==> config.mk <==
export PLATFORM = sky130hd
export DESIGN_NAME = dvi_top
export DESIGN_NICKNAME = d
export VERILOG_FILES = /design/src/hw/dvi_pkg.sv /design/src/hw/dvi_if.sv /design/src/hw/dvi_top.sv /design/src/hw/pixel_out.sv /design/src/hw/plane_fetch.sv /design/src/hw/sync_gen.sv
export SDC_FILE = /design/constraint.sdc
export NUM_CORES = 1
export LEC_CHECK = 0
export ABC_AREA = 1
export BUFFER_PORTS_ARGS = -buffer_cell sky130_fd_sc_hd__buf_2
export CORE_MARGIN = 5
export CORE_UTILIZATION = 60
export CTS_BUF_LIST = sky130_fd_sc_hd__clkbuf_2 sky130_fd_sc_hd__clkbuf_4 sky130_fd_sc_hd__clkbuf_8
export CTS_CLUSTER_DIAMETER = 30
export DETAILED_ROUTE_END_ITERATION = 10
export GPL_TIMING_DRIVEN = 1
export HOLD_SLACK_MARGIN = 0.03
export PLACE_DENSITY_LB_ADDON = 0.2
export SLEW_MARGIN = 20
export SYNTH_ARGS = -nofsm -noshare
export SYNTH_HDL_FRONTEND = slang
export SYNTH_SLANG_ARGS = --single-unit
==> constraint.sdc <==
create_clock -name dvi_clk -period 4.55 [get_ports dvi_clk]
set_input_delay 0.2275 -clock dvi_clk [delete_from_list [all_inputs] [get_ports dvi_clk]]
set_output_delay 0.2275 -clock dvi_clk [all_outputs]
set_load 0.02 [all_outputs]
==> src/hw/dvi_pkg.sv <==
package dvi_pkg;

   //////////////////////////////
   // pixel format
   //////////////////////////////

   // one 24-bit rgb word per pixel clock
   localparam int pix_w = 24;

   //////////////////////////////
   // horizontal raster
   //////////////////////////////

   // small test raster, widths in pixel clocks
   localparam int h_active = 16;
   localparam int h_front  = 2;
   localparam int h_sync   = 3;
   localparam int h_back   = 3;
   localparam int h_total  = h_active + h_front + h_sync + h_back;
   localparam int h_cnt_w  = $clog2(h_total);

   //////////////////////////////
   // vertical raster
   //////////////////////////////

   // heights in lines
   localparam int v_active = 8;
   localparam int v_front  = 1;
   localparam int v_sync   = 2;
   localparam int v_back   = 2;
   localparam int v_total  = v_active + v_front + v_sync + v_back;
   localparam int v_cnt_w  = $clog2(v_total);

   //////////////////////////////
   // frame buffer and queue
   //////////////////////////////

   // one word per visible pixel
   localparam int fb_words  = h_active * v_active;
   localparam int fb_addr_w = $clog2(fb_words);

   // prefetch queue sizing
   localparam int queue_depth = 8;
   localparam int q_ptr_w     = $clog2(queue_depth);
   // occupancy has to reach queue_depth itself
   localparam int q_cnt_w     = $clog2(queue_depth + 1);

   // fetcher states
   typedef enum logic [1:0] {
      fetch_idle,
      fetch_run,
      fetch_hold
   } fetch_state_t;

endpackage

==> src/hw/dvi_if.sv <==
//////////////////////////////
// raster timing bundle
//////////////////////////////

// decoded raster position from the sync generator
interface raster_if;

   // active high syncs
   logic hsync;
   logic vsync;
   // inside the visible window
   logic active;
   // strobe on pixel (0, 0) of each frame
   logic frame_start;

   // timing source
   modport src (
      output hsync,
      output vsync,
      output active,
      output frame_start
   );

   // timing consumer
   modport dst (
      input  hsync,
      input  vsync,
      input  active,
      input  frame_start
   );

endinterface

//////////////////////////////
// prefetch queue bundle
//////////////////////////////

// head of the queue plus pop, no back-pressure on pop
interface pixel_queue_if import dvi_pkg::*; ();

   // head entry, valid while empty is low
   logic [pix_w-1:0] data;
   logic             empty;
   // consumes head at the clock edge
   logic             pop;
   // consumer lost the stream, fetcher must resync
   logic             underflow_seen;

   // queue owner side
   modport src (
      output data,
      output empty,
      input  pop,
      input  underflow_seen
   );

   // pixel consumer side
   modport dst (
      input  data,
      input  empty,
      output pop,
      output underflow_seen
   );

endinterface

==> src/hw/dvi_top.sv <==
module dvi_top import dvi_pkg::*; (
   input  logic                 dvi_clk,
   input  logic                 rst,
   // frame buffer read port
   output logic [fb_addr_w-1:0] rom_addr,
   input  logic [pix_w-1:0]     rom_data,
   // pixel port
   output logic [pix_w-1:0]     d,
   output logic                 hsync,
   output logic                 vsync,
   output logic                 blank,
   // sticky starvation flag
   output logic                 underflow
);

   //////////////////////////////
   // internal bundles
   //////////////////////////////

   // sync_gen to pixel_out
   raster_if      rs_if ();
   // plane_fetch to pixel_out
   pixel_queue_if q_if ();

   //////////////////////////////
   // blocks
   //////////////////////////////

   // raster counters
   sync_gen sync_gen_inst (
      .dvi_clk (dvi_clk),
      .rst     (rst),
      .rs      (rs_if.src)
   );

   // frame-buffer prefetch, restarts on frame start after a slip
   plane_fetch plane_fetch_inst (
      .dvi_clk     (dvi_clk),
      .rst         (rst),
      .frame_start (rs_if.frame_start),
      .rom_addr    (rom_addr),
      .rom_data    (rom_data),
      .q           (q_if.src)
   );

   // combines raster and pixels, one cycle behind the counters
   pixel_out pixel_out_inst (
      .dvi_clk   (dvi_clk),
      .rst       (rst),
      .rs        (rs_if.dst),
      .q         (q_if.dst),
      .d         (d),
      .hsync     (hsync),
      .vsync     (vsync),
      .blank     (blank),
      .underflow (underflow)
   );

endmodule

==> src/hw/pixel_out.sv <==
module pixel_out import dvi_pkg::*; (
   input  logic             dvi_clk,
   input  logic             rst,
   raster_if.dst            rs,
   pixel_queue_if.dst       q,
   output logic [pix_w-1:0] d,
   output logic             hsync,
   output logic             vsync,
   output logic             blank,
   output logic             underflow
);

   // stream lost until a frame start with data queued
   logic slipped;

   //////////////////////////////
   // pop and underflow decode
   //////////////////////////////

   // one word per visible pixel
   // only a frame start with data restarts the stream after a slip
   assign q.pop = rs.active && !q.empty && (!slipped || rs.frame_start);

   // first starved pixel tells the fetcher to resync
   assign q.underflow_seen = rs.active && q.empty && !slipped;

   //////////////////////////////
   // output registers
   //////////////////////////////

   always_ff @(posedge dvi_clk or posedge rst) begin
      if (rst) begin
         d         <= '0;
         hsync     <= 1'b0;
         vsync     <= 1'b0;
         blank     <= 1'b1;
         underflow <= 1'b0;
         slipped   <= 1'b0;
      end else begin
         // syncs delayed to line up with d
         hsync <= rs.hsync;
         vsync <= rs.vsync;
         blank <= !rs.active;
         // zero outside active video and on starved pixels
         if (q.pop) begin
            d <= q.data;
         end else begin
            d <= '0;
         end
         // sticky until reset
         if (q.underflow_seen) underflow <= 1'b1;
         // slip state
         if (q.underflow_seen) begin
            slipped <= 1'b1;
         end else if (q.pop) begin
            slipped <= 1'b0;
         end
      end
   end

   // restart after a slip expects the frame start strobe inside active video
   a_frame_start_active: assert property (@(posedge dvi_clk) disable iff (rst)
      rs.frame_start |-> rs.active);

endmodule

==> src/hw/plane_fetch.sv <==
module plane_fetch import dvi_pkg::*; (
   input  logic                 dvi_clk,
   input  logic                 rst,
   input  logic                 frame_start,
   output logic [fb_addr_w-1:0] rom_addr,
   input  logic [pix_w-1:0]     rom_data,
   pixel_queue_if.src           q
);

   // circular pointer advance
   function automatic logic [q_ptr_w-1:0] ptr_inc(input logic [q_ptr_w-1:0] p);
      if (p == q_ptr_w'(queue_depth - 1)) begin
         return '0;
      end
      return p + 1'b1;
   endfunction

   fetch_state_t         state;
   fetch_state_t         state_nxt;
   // reads issued but not yet popped
   logic [q_cnt_w-1:0]   credit_used;
   logic                 credit_ok;
   logic                 issue;
   // memory return strobe one cycle behind the address
   logic                 rd_vld;
   logic                 wr_en;

   // queue storage and bookkeeping
   logic [pix_w-1:0]     mem [queue_depth];
   logic [q_ptr_w-1:0]   wr_ptr;
   logic [q_ptr_w-1:0]   rd_ptr;
   logic [q_cnt_w-1:0]   count;

   //////////////////////////////
   // fetch control
   //////////////////////////////

   // room for one more read counting those in flight
   assign credit_ok = (credit_used < q_cnt_w'(queue_depth));
   assign issue     = (state == fetch_run) && credit_ok;

   always_comb begin
      state_nxt = state;
      case (state)
         fetch_idle: begin
            // resync only at a frame boundary
            if (frame_start) state_nxt = fetch_run;
         end
         fetch_run: begin
            if (q.underflow_seen)  state_nxt = fetch_idle;
            else if (!credit_ok)   state_nxt = fetch_hold;
         end
         fetch_hold: begin
            if (q.underflow_seen)  state_nxt = fetch_idle;
            else if (credit_ok)    state_nxt = fetch_run;
         end
         default: state_nxt = fetch_idle;
      endcase
   end

   always_ff @(posedge dvi_clk or posedge rst) begin
      if (rst) begin
         state    <= fetch_run;
         rom_addr <= '0;
         rd_vld   <= 1'b0;
      end else begin
         state  <= state_nxt;
         // reads in flight are dropped while idle
         rd_vld <= issue;
         if (state == fetch_idle) begin
            if (frame_start) rom_addr <= '0;
         end else if (issue) begin
            // sequential walk with wrap at end of frame
            if (rom_addr == fb_addr_w'(fb_words - 1)) begin
               rom_addr <= '0;
            end else begin
               rom_addr <= rom_addr + 1'b1;
            end
         end
      end
   end

   //////////////////////////////
   // prefetch queue
   //////////////////////////////

   assign wr_en = rd_vld && (state != fetch_idle);

   // queue payload
   always_ff @(posedge dvi_clk) begin
      if (wr_en) mem[wr_ptr] <= rom_data;
   end

   always_ff @(posedge dvi_clk or posedge rst) begin
      if (rst) begin
         wr_ptr      <= '0;
         rd_ptr      <= '0;
         count       <= '0;
         credit_used <= '0;
      end else if (state == fetch_idle) begin
         // flushed while waiting for frame start
         wr_ptr      <= '0;
         rd_ptr      <= '0;
         count       <= '0;
         credit_used <= '0;
      end else begin
         if (wr_en)  wr_ptr <= ptr_inc(wr_ptr);
         if (q.pop)  rd_ptr <= ptr_inc(rd_ptr);
         // occupancy
         case ({wr_en, q.pop})
            2'b10:   count <= count + 1'b1;
            2'b01:   count <= count - 1'b1;
            default: count <= count;
         endcase
         // credits return on pop
         case ({issue, q.pop})
            2'b10:   credit_used <= credit_used + 1'b1;
            2'b01:   credit_used <= credit_used - 1'b1;
            default: credit_used <= credit_used;
         endcase
      end
   end

   assign q.data  = mem[rd_ptr];
   assign q.empty = (count == '0);

   // credit accounting has to keep returning reads out of a full queue
   a_no_write_full: assert property (@(posedge dvi_clk) disable iff (rst)
      wr_en |-> (count != q_cnt_w'(queue_depth)));

endmodule

==> src/hw/sync_gen.sv <==
module sync_gen import dvi_pkg::*; (
   input  logic dvi_clk,
   input  logic rst,
   raster_if.src rs
);

   //////////////////////////////
   // raster counters
   //////////////////////////////

   logic [h_cnt_w-1:0] h_cnt;
   logic [v_cnt_w-1:0] v_cnt;
   logic               h_last;
   logic               v_last;

   // end of line and end of frame
   assign h_last = (h_cnt == h_cnt_w'(h_total - 1));
   assign v_last = (v_cnt == v_cnt_w'(v_total - 1));

   // free running, never stalls
   // reset parks the raster at the start of the front porch,
   // so the fetcher gets the porch and sync lines as lead time
   always_ff @(posedge dvi_clk or posedge rst) begin
      if (rst) begin
         h_cnt <= '0;
         v_cnt <= v_cnt_w'(v_active);
      end else begin
         if (h_last) begin
            h_cnt <= '0;
            // next line, wrap at frame end
            if (v_last) begin
               v_cnt <= '0;
            end else begin
               v_cnt <= v_cnt + 1'b1;
            end
         end else begin
            h_cnt <= h_cnt + 1'b1;
         end
      end
   end

   //////////////////////////////
   // position decode
   //////////////////////////////

   logic h_vis;
   logic v_vis;

   // visible column and row
   assign h_vis = (h_cnt < h_cnt_w'(h_active));
   assign v_vis = (v_cnt < v_cnt_w'(v_active));

   // hsync window after the front porch
   assign rs.hsync = (h_cnt >= h_cnt_w'(h_active + h_front)) &&
                     (h_cnt <  h_cnt_w'(h_active + h_front + h_sync));

   // vsync lines after the vertical front porch
   assign rs.vsync = (v_cnt >= v_cnt_w'(v_active + v_front)) &&
                     (v_cnt <  v_cnt_w'(v_active + v_front + v_sync));

   // visible area
   assign rs.active = h_vis && v_vis;

   // first visible pixel of the frame
   assign rs.frame_start = (h_cnt == '0) && (v_cnt == '0);

endmodule

==> results of run 1 <==
==> worst register-to-register path, delay by kind of cell, from the launching register on <==
family	cells	cell delay, ns
buffers and inverters	2	0.40
AND/OR/NAND/NOR	2	0.44
AO/OA/AOI/OAI	3	0.43
XOR/XNOR	2	0.28
flip-flops	1	0.40
adder cells (fa/ha/maj)	3	0.63
==> power by group through the flow <==
| stage | Sequential, mW | Combinational [mW] | Clock, mW |
|---|---|---|---|
| 6_report | 2.50 | 0.0585 | 2.25 |
| 3_3_place_gp | 2.54 | 0.0401 | 0 |
| 3_5_place_dp | 2.54 | 0.0419 | 0 |
| 4_1_cts | 2.50 | 0.0591 | 2.29 |
| 2_1_floorplan | 2.54 | 0.00802 | 0 |
| 5_1_grt | 2.50 | 0.0664 | 2.42 |
==> logic make-up after synthesis <==
family | Yosys count | share of synthesized area, %
buffers and inverters | 88 | 4.05
flip-flops | 254 | 69.4
AND/OR/NAND/NOR | 444 | 19.1
AO/OA/AOI/OAI | 88 | 4.49
XOR/XNOR | 7 | 0.581
adder cells (fa/ha/maj) | 20 | 2.37
==> layout make-up <==
type                       count  area (µm²)
inverter                      47         176
clock buffer                  66         827
timing repair buffer          99         656
clock inverter                16         165
tap                          225         282
multi-input combinational    559        2830
fill                        1241        5040
sequential                   254        7320
==> cells in the final DEF, fill, tap and decap left out, types with 20 or more instances in the layout <==
| master | instances |
|---|---|
| ha_1 | 20 |
| nor2_1 | 26 |
| nand3_1 | 112 |
| edfxtp_1 | 192 |
| clkbuf_8 | 53 |
| a21oi_1 | 54 |
| nand2_1 | 252 |
| dlygate4sd3_1 | 25 |
| inv_1 | 37 |
| buf_2 | 60 |
| dfrtp_1 | 57 |
==> registers in the layout, indices dropped and copies added, names as in the netlist, 2 cells and up <==
register                      flops
pixel_out_inst.d                 24
plane_fetch_inst.count            4
plane_fetch_inst.credit_used      4
plane_fetch_inst.mem            192
plane_fetch_inst.rd_ptr           3
plane_fetch_inst.rom_addr         7
plane_fetch_inst.state            2
plane_fetch_inst.wr_ptr           3
sync_gen_inst.h_cnt               5
sync_gen_inst.v_cnt               4
==> timing repair <==
action | in CTS | in global routing
buffers inserted | 0 | 0
resized for setup | 0 | 0
hold endpoints to repair | 251 | 0
hold buffers | 25 | 0
==> through the flow <==
stage                     instance area, µm²  power (mW)
after global placement                 11000        2.58
final                                  12300        4.80
after CTS                              12300        4.84
after floorplan                        10600        2.55
after detailed placement               11000        2.59
after global routing                   12300        4.98
==> worst max-delay path by stage <==
stage,startpoint,end,slack (ns),cells after the start
floorplan,plane_fetch_inst.state[0]$_DFFE_PP1P_,plane_fetch_inst.mem[0][0]$_DFFE_PP_,2.21,4
global placement,sync_gen_inst.v_cnt[0]$_DFFE_PP0N_,plane_fetch_inst.count[3]$_DFFE_PP0P_,1.93,14
detailed placement,sync_gen_inst.h_cnt[0]$_DFF_PP0_,plane_fetch_inst.credit_used[3]$_DFFE_PP0P_,1.85,15
CTS,sync_gen_inst.v_cnt[0]$_DFFE_PP0N_,plane_fetch_inst.credit_used[2]$_DFFE_PP0P_,1.85,12
global route,sync_gen_inst.v_cnt[1]$_DFFE_PP0N_,plane_fetch_inst.credit_used[2]$_DFFE_PP0P_,1.58,12
finish,sync_gen_inst.v_cnt[0]$_DFFE_PP0N_,plane_fetch_inst.credit_used[2]$_DFFE_PP0P_,1.84,12
==> routing by layer <==
metal  share of wire [%]  global-route usage (%)  vias up
li1                    -                       -     3323
met1                  43                    29.2     3313
met2                  49                    36.9      207
met3                 6.1                    4.39       41
met4                 2.0                    7.00        0
met5                   0                       0        -
==> impl_metrics.tcl, run 1 <==
set metrics [dict create \
    hpwl_um 11100 \
    layout.cells.non_filler 1266 \
    wirelength_um 21800 \
    pre_cts_ws_ns 1.85 \
    clock_latency_ns 0.55 \
    p_sw_uw 937 \
    syn_inst 901 \
    drive_gt1_share_pct 20.3 \
    crit_type "flip-flop to flip-flop" \
    crit_path_start_kind "flip-flop" \
    whs_path_depth 2 \
    first_global_vias 6842 \
    dieHeight_um 143 \
    hp-class "input pin to flip-flop" \
    yosysTopAreaCell "edfxtp_1" \
    internal_power_mw 3.87 \
    syn_avg_cell_area_um2 11.7 \
    coreArea_mm2 0.0173 \
    async_flop_share_pct 24.4 \
    clockBufferDepth 3 \
    switching_share_pct 19.5 \
    synth_top_area_share_pct 54.6 \
    fin_ws_ns 1.84 \
    place.gp.congestion 0.765 \
    io_buffers 60 \
    outcome "finished clean" \
    leakage_nw 4.95 \
    syn_nets 947 \
    start_util_pct 61.0 \
    grt_max_degree 100 \
    vias 6884 \
    wl_per_cell_um 17.2 \
    clock_skew_ns 0.0218 \
    hold_viol 0 \
    tightest_slew_ns 1.10 \
    vias_per_cell 5.44 \
    synth_most_common_cell "nand2_1" \
    antenna_found_initial 0 \
    critPathMaxFanout 28 \
    rsz0062_at_grt "false" \
    min_from "rom_data[18]" \
    end_kind "flip-flop" \
    synth_top_cells_by_count "252 x nand2_1, 192 x edfxtp_1, 112 x nand3_1, 59 x dfrtp_1, 54 x a21oi_1" \
    dr.pass1.iters 5 \
    maxSlewViolCount 0 \
    grt_overflow_total 0 \
    syn2layout_area_growth_pct 16.1 \
    io_pins 61 \
    min_to "plane_fetch_inst.mem[0][18]$_DFFE_PP_" \
    period_needed_ns 2.71 \
    yosysUniqueCellTypes 37 \
    fin_util_pct 70.8 \
    die_area_mm2 0.0203 \
    hold_ws_ns 0.480 \
    cpLargestDelayFamily "adder cells" \
    p_comb_share_pct 1.2 \
    finalCritPeriodShare_pct 59.6 \
    max_freq_mhz 369 \
    power_frac_seq_pct 52.0 \
    path_clk_slew_ns 0.06 \
    layout.nets 1052 \
    synth_area_mm2 0.0106 \
    peakVddDrop_v 0.000400 \
    tns_ns 0 \
    cts_tree "built" \
    htreeDepth 2 \
    yosys_warnings 0 \
    synth_area_leaders "edfxtp_1 55%, dfrtp_1 14%, nand2_1 9.0%" \
    synth_edf_count 192 \
    first_iter_violations 518 \
    slew_headroom_pct 26.3 \
    seq_area_frac_synth_pct 69.4 \
    ant_nets 0 \
    synth_ff_type "edfxtp_1" \
    slowest_delay_ns 0.40 \
    die_w_um 143 \
    rows 48 \
    cts_sinks 254 \
    crit_arrival_ns 3.12 \
    power_density_mw_per_mm2 392 \
    worstPathBufferInverterCount 2 \
    grt_usage_pct 22.0 \
    place_inst 1159 \
    ys_ff_latch 254 \
    cp_slowest_cell "dfrtp_1" \
    cts_buffers 45 \
    power_frac_clock_pct 46.8 \
    reg2reg_setup_slack_ns 1.84 \
    path_common_cell "ha_1" \
    required_ns 4.95 \
    crit_chain "inv_1 > ha_1 > nand3_2 > o21ai_4 > nand2_4 > inv_2 > ha_1 > xor2_1 > ha_1 > a21oi_1 > xor2_1 > o21ai_0" \
    regToRegStartpoint "sync_gen_inst.v_cnt[0]$_DFFE_PP0N_" \
    grt_pass1_wl_um 35100 \
    setup_viol 0 \
    max_cap_violations 0 \
    drc 0 \
    ff2ff_path_depth 12 \
    n_antenna_cell 0 \
    r2r-end "plane_fetch_inst.credit_used[2]$_DFFE_PP0P_" \
    cts_root_buf "clkbuf_8" \
]
Power figures use the tool's default switching activity.
==> run 2, diff against run 1 <==
Settings changed: ABC_AREA 1 to 0, CORE_UTILIZATION 60 to 57.
Clock period 4.55 ns to 2.3 ns, I/O delays scaled along.
==> run 2 against run 1 <==
Against the previous run: the run now ends with setup timing left; clock power increased by 70%; global-route usage is 1.7 points lower; hold slack lost 0.27 ns; flip-flop and latch count did not move; sequential power up 98%; combinational power grew 110%; critical path type unchanged; highest routed layer unchanged; largest cell class unchanged; cell count fell by 23%.
==> impl_metrics.tcl, run 2 <==
set metrics [dict create \
    cts_tree "built" \
    largest_register "plane_fetch_inst.mem" \
    required_ns 2.75 \
    syn_avg_cell_area_um2 18.2 \
    setup_viol 6 \
    layout_commonest_cell "edfxtp_1" \
    place.gp.congestion 0.834 \
    synth_most_common_cell "edfxtp_1" \
    hpwl_um 11100 \
    max_cap_violations 0 \
    leakage_nw 4.66 \
    fin_area_mm2 0.0124 \
    yosysUniqueCellTypes 48 \
    vias_per_cell 5.64 \
    max_freq_mhz 395 \
    yosys_warnings 0 \
    wl_per_cell_um 19.8 \
    seq_area_frac_synth_pct 73.3 \
    drive_gt1_share_pct 37.3 \
    path_clk_slew_ns 0.06 \
    hold_viol 0 \
    n_antenna_cell 0 \
    first_global_vias 5952 \
    power_density_mw_per_mm2 717 \
    antenna_found_initial 0 \
    cts_buffers 43 \
    crit_arrival_ns 2.98 \
    async_flop_share_pct 24.4 \
    multi_input_area_mm2 0.00271 \
    synth_top_area_share_pct 57.7 \
    maxSlewViolCount 0 \
    slew_headroom_pct 59.7 \
    die_w_um 142 \
    cts_root_buf "clkbuf_8" \
    tightest_slew_ns 0.604 \
    cts_sinks 254 \
    violations "setup timing" \
    layout.nets 766 \
    grt_overflow_total 0 \
    yosysTopAreaCell "edfxtp_1" \
    clock_skew_ns 0.0162 \
    drc 0 \
    dr.pass1.iters 6 \
    clockBufferDepth 3 \
    nFillCells 1047 \
    most-common-layout-cells "192 x edfxtp_1, 60 x buf_2, 57 x dfrtp_1" \
    vias 5518 \
    hold_ws_ns 0.209 \
    wirelength_um 19400 \
    finalCritPeriodShare_pct 110 \
    fin_util_pct 71.8 \
    die_area_mm2 0.0203 \
    crit_type "flip-flop to flip-flop" \
    synth_ff_type "edfxtp_1" \
    crit_path_start_kind "flip-flop" \
    rows 48 \
    rsz0062_at_grt "true" \
    peakVddDrop_v 0.000627 \
    grt_pass1_wl_um 31700 \
    synth_edf_count 192 \
    coreArea_mm2 0.0172 \
    hp-class "input pin to async pin" \
    ant_nets 0 \
    grt_max_degree 49 \
    end_kind "flip-flop" \
    synth_top_cells_by_count "192 x edfxtp_1, 59 x dfrtp_1, 49 x nor2_1, 48 x mux4_2, 31 x mux2i_1" \
    start_util_pct 57.9 \
    critPathMaxFanout 4 \
    synth_area_mm2 0.00999 \
    largest_register_ffs 192 \
    syn_nets 595 \
    syn_inst 549 \
    syn2layout_area_growth_pct 23.9 \
    grt_usage_pct 20.3 \
    outcome "finished, violations left" \
    io_pins 61 \
    dieHeight_um 142 \
    largest_registers "plane_fetch_inst.mem: 192 flops, pixel_out_inst.d: 24 flops, plane_fetch_inst.rom_addr: 7 flops" \
    seq_area_mm2 0.00732 \
    place_area_mm2 0.0112 \
    io_buffers 60 \
    clock_latency_ns 0.53 \
    first_iter_violations 283 \
    synth_area_leaders "edfxtp_1 58%, dfrtp_1 15%, mux4_2 11%" \
    fin_ws_ns -0.232 \
    htreeDepth 2 \
    ys_ff_latch 254 \
    period_needed_ns 2.53 \
]
## run 2: changes by cell type after synthesis, moves of 15 or more
cell     previous run  this run
a21oi_1            54        12
inv_1              38        10
mux2i_1             0        31
mux4_2              0        48
nand2_1           252        20
nand3_1           112        10
nor2_1             34        49
nor3_2             17         0
## run 2: repair_timing
action,CTS,global route
buffers inserted,5,4
endpoints found under the setup margin,6,8
endpoints found under the hold margin,217,0
hold buffers,25,0
resized for setup,1,5
pin swaps,5,3
## run 2: layout make-up
cell class | count | share of cell area [%]
sequential | 254 | 59.2
multi-input combinational | 264 | 21.9
timing repair buffer | 147 | 9.45
clock buffer | 61 | 6.03
tap | 225 | 2.27
clock inverter | 18 | 0.839
inverter | 10 | 0.344
## run 2: cells by family (layout without fill, tap and decap cells)
logic type	Yosys count	count (layout)	synth area share (%)
buffers and inverters	31	236	1.28
AO/OA/AOI/OAI	46	46	2.99
adder cells (fa/ha/maj)	20	20	2.51
flip-flops	254	254	73.3
XOR/XNOR	9	9	0.789
multiplexers	79	79	13.9
AND/OR/NAND/NOR	110	110	5.19
## run 2: path summary, 6_finish.rpt
check,from,end,slack (ns),cells after the start
worst min-delay path,rst,pixel_out_inst.hsync$_DFF_PP0_,0.21,3
worst max register to register,sync_gen_inst.v_cnt[0]$_DFFE_PP0N_,plane_fetch_inst.credit_used[3]$_DFFE_PP0P_,-0.23,11
max in group asynchronous,rst,plane_fetch_inst.state[0]$_DFFE_PP1P_,1.46,4
min in group dvi_clk,rom_data[16],plane_fetch_inst.mem[5][16]$_DFFE_PP_,0.39,2
worst max-delay path,sync_gen_inst.v_cnt[0]$_DFFE_PP0N_,plane_fetch_inst.credit_used[3]$_DFFE_PP0P_,-0.23,11
worst min register to register,pixel_out_inst.underflow$_DFFE_PP0P_,pixel_out_inst.underflow$_DFFE_PP0P_,0.46,1
## run 2: metal layers
| metal | vias up | track usage, % | part of all wire, % |
|---|---|---|---|
| met5 | - | 0 | 0 |
| met2 | 144 | 34.7 | 52 |
| li1 | 2502 | - | - |
| met3 | 30 | 4.13 | 5.8 |
| met4 | 0 | 5.95 | 1.5 |
| met1 | 2842 | 26.7 | 41 |
## run 2: report_power, final
group | switching, mW | internal [mW]
clock network | 1.71 | 2.11
logic | 0.0723 | 0.0480
registers | 0 | 4.94
## run 2: critical path: stages, from the launching register on
cell and delay, ns:
dfrtp_1 0.40, inv_2 0.09, ha_4 0.14, or4b_4 0.48, o21ai_4 0.16, nand2_2 0.09, clkinv_4 0.08, ha_4 0.14
ha_4 0.21, a31o_4 0.23, a211oi_4 0.23, mux2i_1 0.20
## run 2: through the flow
stage	instances	power (mW)	setup TNS [ns]	setup slack, ns
2_1_floorplan	549	5.05	-18.77	-0.372
3_3_place_gp	866	5.11	-0.452	-0.174
3_5_place_dp	866	5.12	-0.738	-0.247
4_1_cts	975	8.99	-0.798	-0.234
5_1_grt	979	9.25	-1.62	-0.341
6_report	979	8.88	-0.932	-0.232
==> run 3, diff against run 2 <==
Settings changed: CAP_MARGIN from default to 20, MAX_ROUTING_LAYER from default to met4.
==> run 3 against run 2 <==
Against the previous run: utilization is the same; sequential share of layout area is the same; critical endpoint unchanged; clock power is essentially flat; combinational power is essentially flat; final area is the same; non-clock buffer count is the same; largest cell class unchanged; clock-buffer cell count is the same; largest power group unchanged; the run still ends with setup timing left.
==> impl_metrics.tcl, run 3 (same netlist as run 2, synthesis figures left out) <==
set metrics [dict create \
    place_inst 866 \
    htreeDepth 2 \
    io_pins 61 \
    cts_sinks 254 \
    largest_registers "plane_fetch_inst.mem: 192 flops, pixel_out_inst.d: 24 flops, plane_fetch_inst.rom_addr: 7 flops" \
    regToRegStartpoint "sync_gen_inst.v_cnt[0]$_DFFE_PP0N_" \
    antenna_found_initial 0 \
    layout.cells.non_filler 979 \
    die_w_um 142 \
    max_freq_mhz 396 \
    coreArea_mm2 0.0172 \
    period_needed_ns 2.53 \
    required_ns 2.75 \
    start_util_pct 57.9 \
    maxSlewViolCount 0 \
    finalCritPeriodShare_pct 110 \
    hpwl_um 11100 \
    crit_type "flip-flop to flip-flop" \
    worstPathBufferInverterCount 2 \
    cts_buffers 43 \
    grt_usage_pct 20.9 \
    critPathMaxFanout 4 \
    vias 5528 \
    place.gp.congestion 0.847 \
    slowest_delay_ns 0.48 \
    cpLargestDelayFamily "compound AO/OA/AOI/OAI gates" \
    drc 0 \
    first_iter_violations 297 \
    grt_max_degree 49 \
    crit_path_start_kind "flip-flop" \
    rows 48 \
    hp-class "input pin to async pin" \
    peakVddDrop_v 0.000629 \
    layout_commonest_cell "edfxtp_1" \
    multi_input_area_mm2 0.00271 \
    seq_area_mm2 0.00732 \
    rsz0062_at_grt "true" \
    dieHeight_um 142 \
    first_global_vias 5943 \
    dr.pass1.iters 5 \
    cts_root_buf "clkbuf_8" \
    grt_pass1_wl_um 31700 \
    max_cap_violations 0 \
    setup_viol 6 \
    die_area_mm2 0.0203 \
    layout.nets 766 \
    violations "setup timing" \
    place_area_mm2 0.0112 \
    outcome "finished, violations left" \
    ff2ff_path_depth 11 \
    power_density_mw_per_mm2 718 \
    wl_per_cell_um 19.8 \
    clockBufferDepth 3 \
    fin_util_pct 71.8 \
    fin_area_mm2 0.0124 \
    tightest_slew_ns 0.608 \
    most-common-layout-cells "192 x edfxtp_1, 60 x buf_2, 57 x dfrtp_1" \
    crit_chain "inv_2 > ha_4 > or4b_4 > o21ai_4 > nand2_2 > clkinv_4 > ha_4 > ha_4 > a31o_4 > a211oi_4 > mux2i_1" \
    end_kind "flip-flop" \
    cts_tree "built" \
    worstSetupStartpoint "sync_gen_inst.v_cnt[0]$_DFFE_PP0N_" \
    largest_register "plane_fetch_inst.mem" \
    wirelength_um 19400 \
    drive_gt1_share_pct 37.3 \
    cp_slowest_cell "or4b_4" \
    io_buffers 60 \
    grt_overflow_total 0 \
    path_common_cell "ha_4" \
    slew_headroom_pct 59.4 \
    syn2layout_area_growth_pct 23.9 \
    leakage_nw 4.66 \
    nFillCells 1047 \
    clock_latency_ns 0.54 \
    r2r-end "plane_fetch_inst.credit_used[3]$_DFFE_PP0P_" \
    n_antenna_cell 0 \
    ant_nets 0 \
    hold_viol 0 \
    reg2reg_setup_slack_ns -0.23 \
    crit_arrival_ns 2.98 \
    fin_ws_ns -0.226 \
    path_clk_slew_ns 0.06 \
    clock_skew_ns 0.0177 \
    vias_per_cell 5.65 \
    tns_ns -0.892 \
    largest_register_ffs 192 \
]
run 3: cell counts in the layout (fill, tap and decap cells not counted):
Identical to the previous run, type by type.
run 3: worst max path at each step:
stage	cells after the start	endpoint	slack, ns
3_5_place_dp	11	plane_fetch_inst.credit_used[3]$_DFFE_PP0P_	-0.25
4_1_cts	11	plane_fetch_inst.credit_used[3]$_DFFE_PP0P_	-0.23
3_3_place_gp	11	plane_fetch_inst.count[3]$_DFFE_PP0P_	-0.17
5_1_grt	11	plane_fetch_inst.count[3]$_DFFE_PP0P_	-0.34
2_1_floorplan	12	plane_fetch_inst.count[3]$_DFFE_PP0P_	-0.37
6_report	11	plane_fetch_inst.credit_used[3]$_DFFE_PP0P_	-0.23
run 3: what timing repair did:
item,4_1_cts,5_1_grt
pin swaps,5,3
gates resized for setup,1,5
hold endpoints to repair,217,0
endpoints found under the setup margin,6,8
buffers inserted,5,4
hold buffers,25,0
run 3: final cells by class:
type | count | share of cell area [%]
clock buffer | 61 | 6.03
clock inverter | 18 | 0.839
inverter | 10 | 0.344
multi-input combinational | 264 | 21.9
sequential | 254 | 59.2
tap | 225 | 2.27
timing repair buffer | 147 | 9.45
run 3: where the power goes:
part | total [mW] | internal (mW) | leakage, nW | switching (mW)
sequential | 4.94 | 4.94 | 2.54 | 0
combinational | 0.120 | 0.0480 | 1.69 | 0.0725
clock | 3.82 | 2.11 | 0.432 | 1.71
total | 8.88 | 7.10 | 4.66 | 1.78
run 3: metal layers:
metal  share of wire, %  track usage (%)  up-vias
met3                5.0             4.07       30
met4                1.5             5.95        0
li1                   -                -     2502
met1                 41             26.8     2858
met2                 52             34.6      138
met5                  0                -        -
run 3: through the flow:
step | power [mW] | hold slack (ns) | worst slack, ns
floorplan | 5.05 | 0.214 | -0.372
global placement | 5.11 | 0.215 | -0.174
detailed placement | 5.12 | 0.218 | -0.247
CTS | 8.99 | 0.187 | -0.234
global route | 9.25 | 0.230 | -0.341
finish | 8.88 | 0.210 | -0.226
run 3: worst reg2reg max path, cell delays in order, from the launching register on:
cell	delay, ns
dfrtp_1	0.40
inv_2	0.09
ha_4	0.14
or4b_4	0.48
o21ai_4	0.16
nand2_2	0.09
clkinv_4	0.08
ha_4	0.15
ha_4	0.21
a31o_4	0.23
a211oi_4	0.23
mux2i_1	0.20
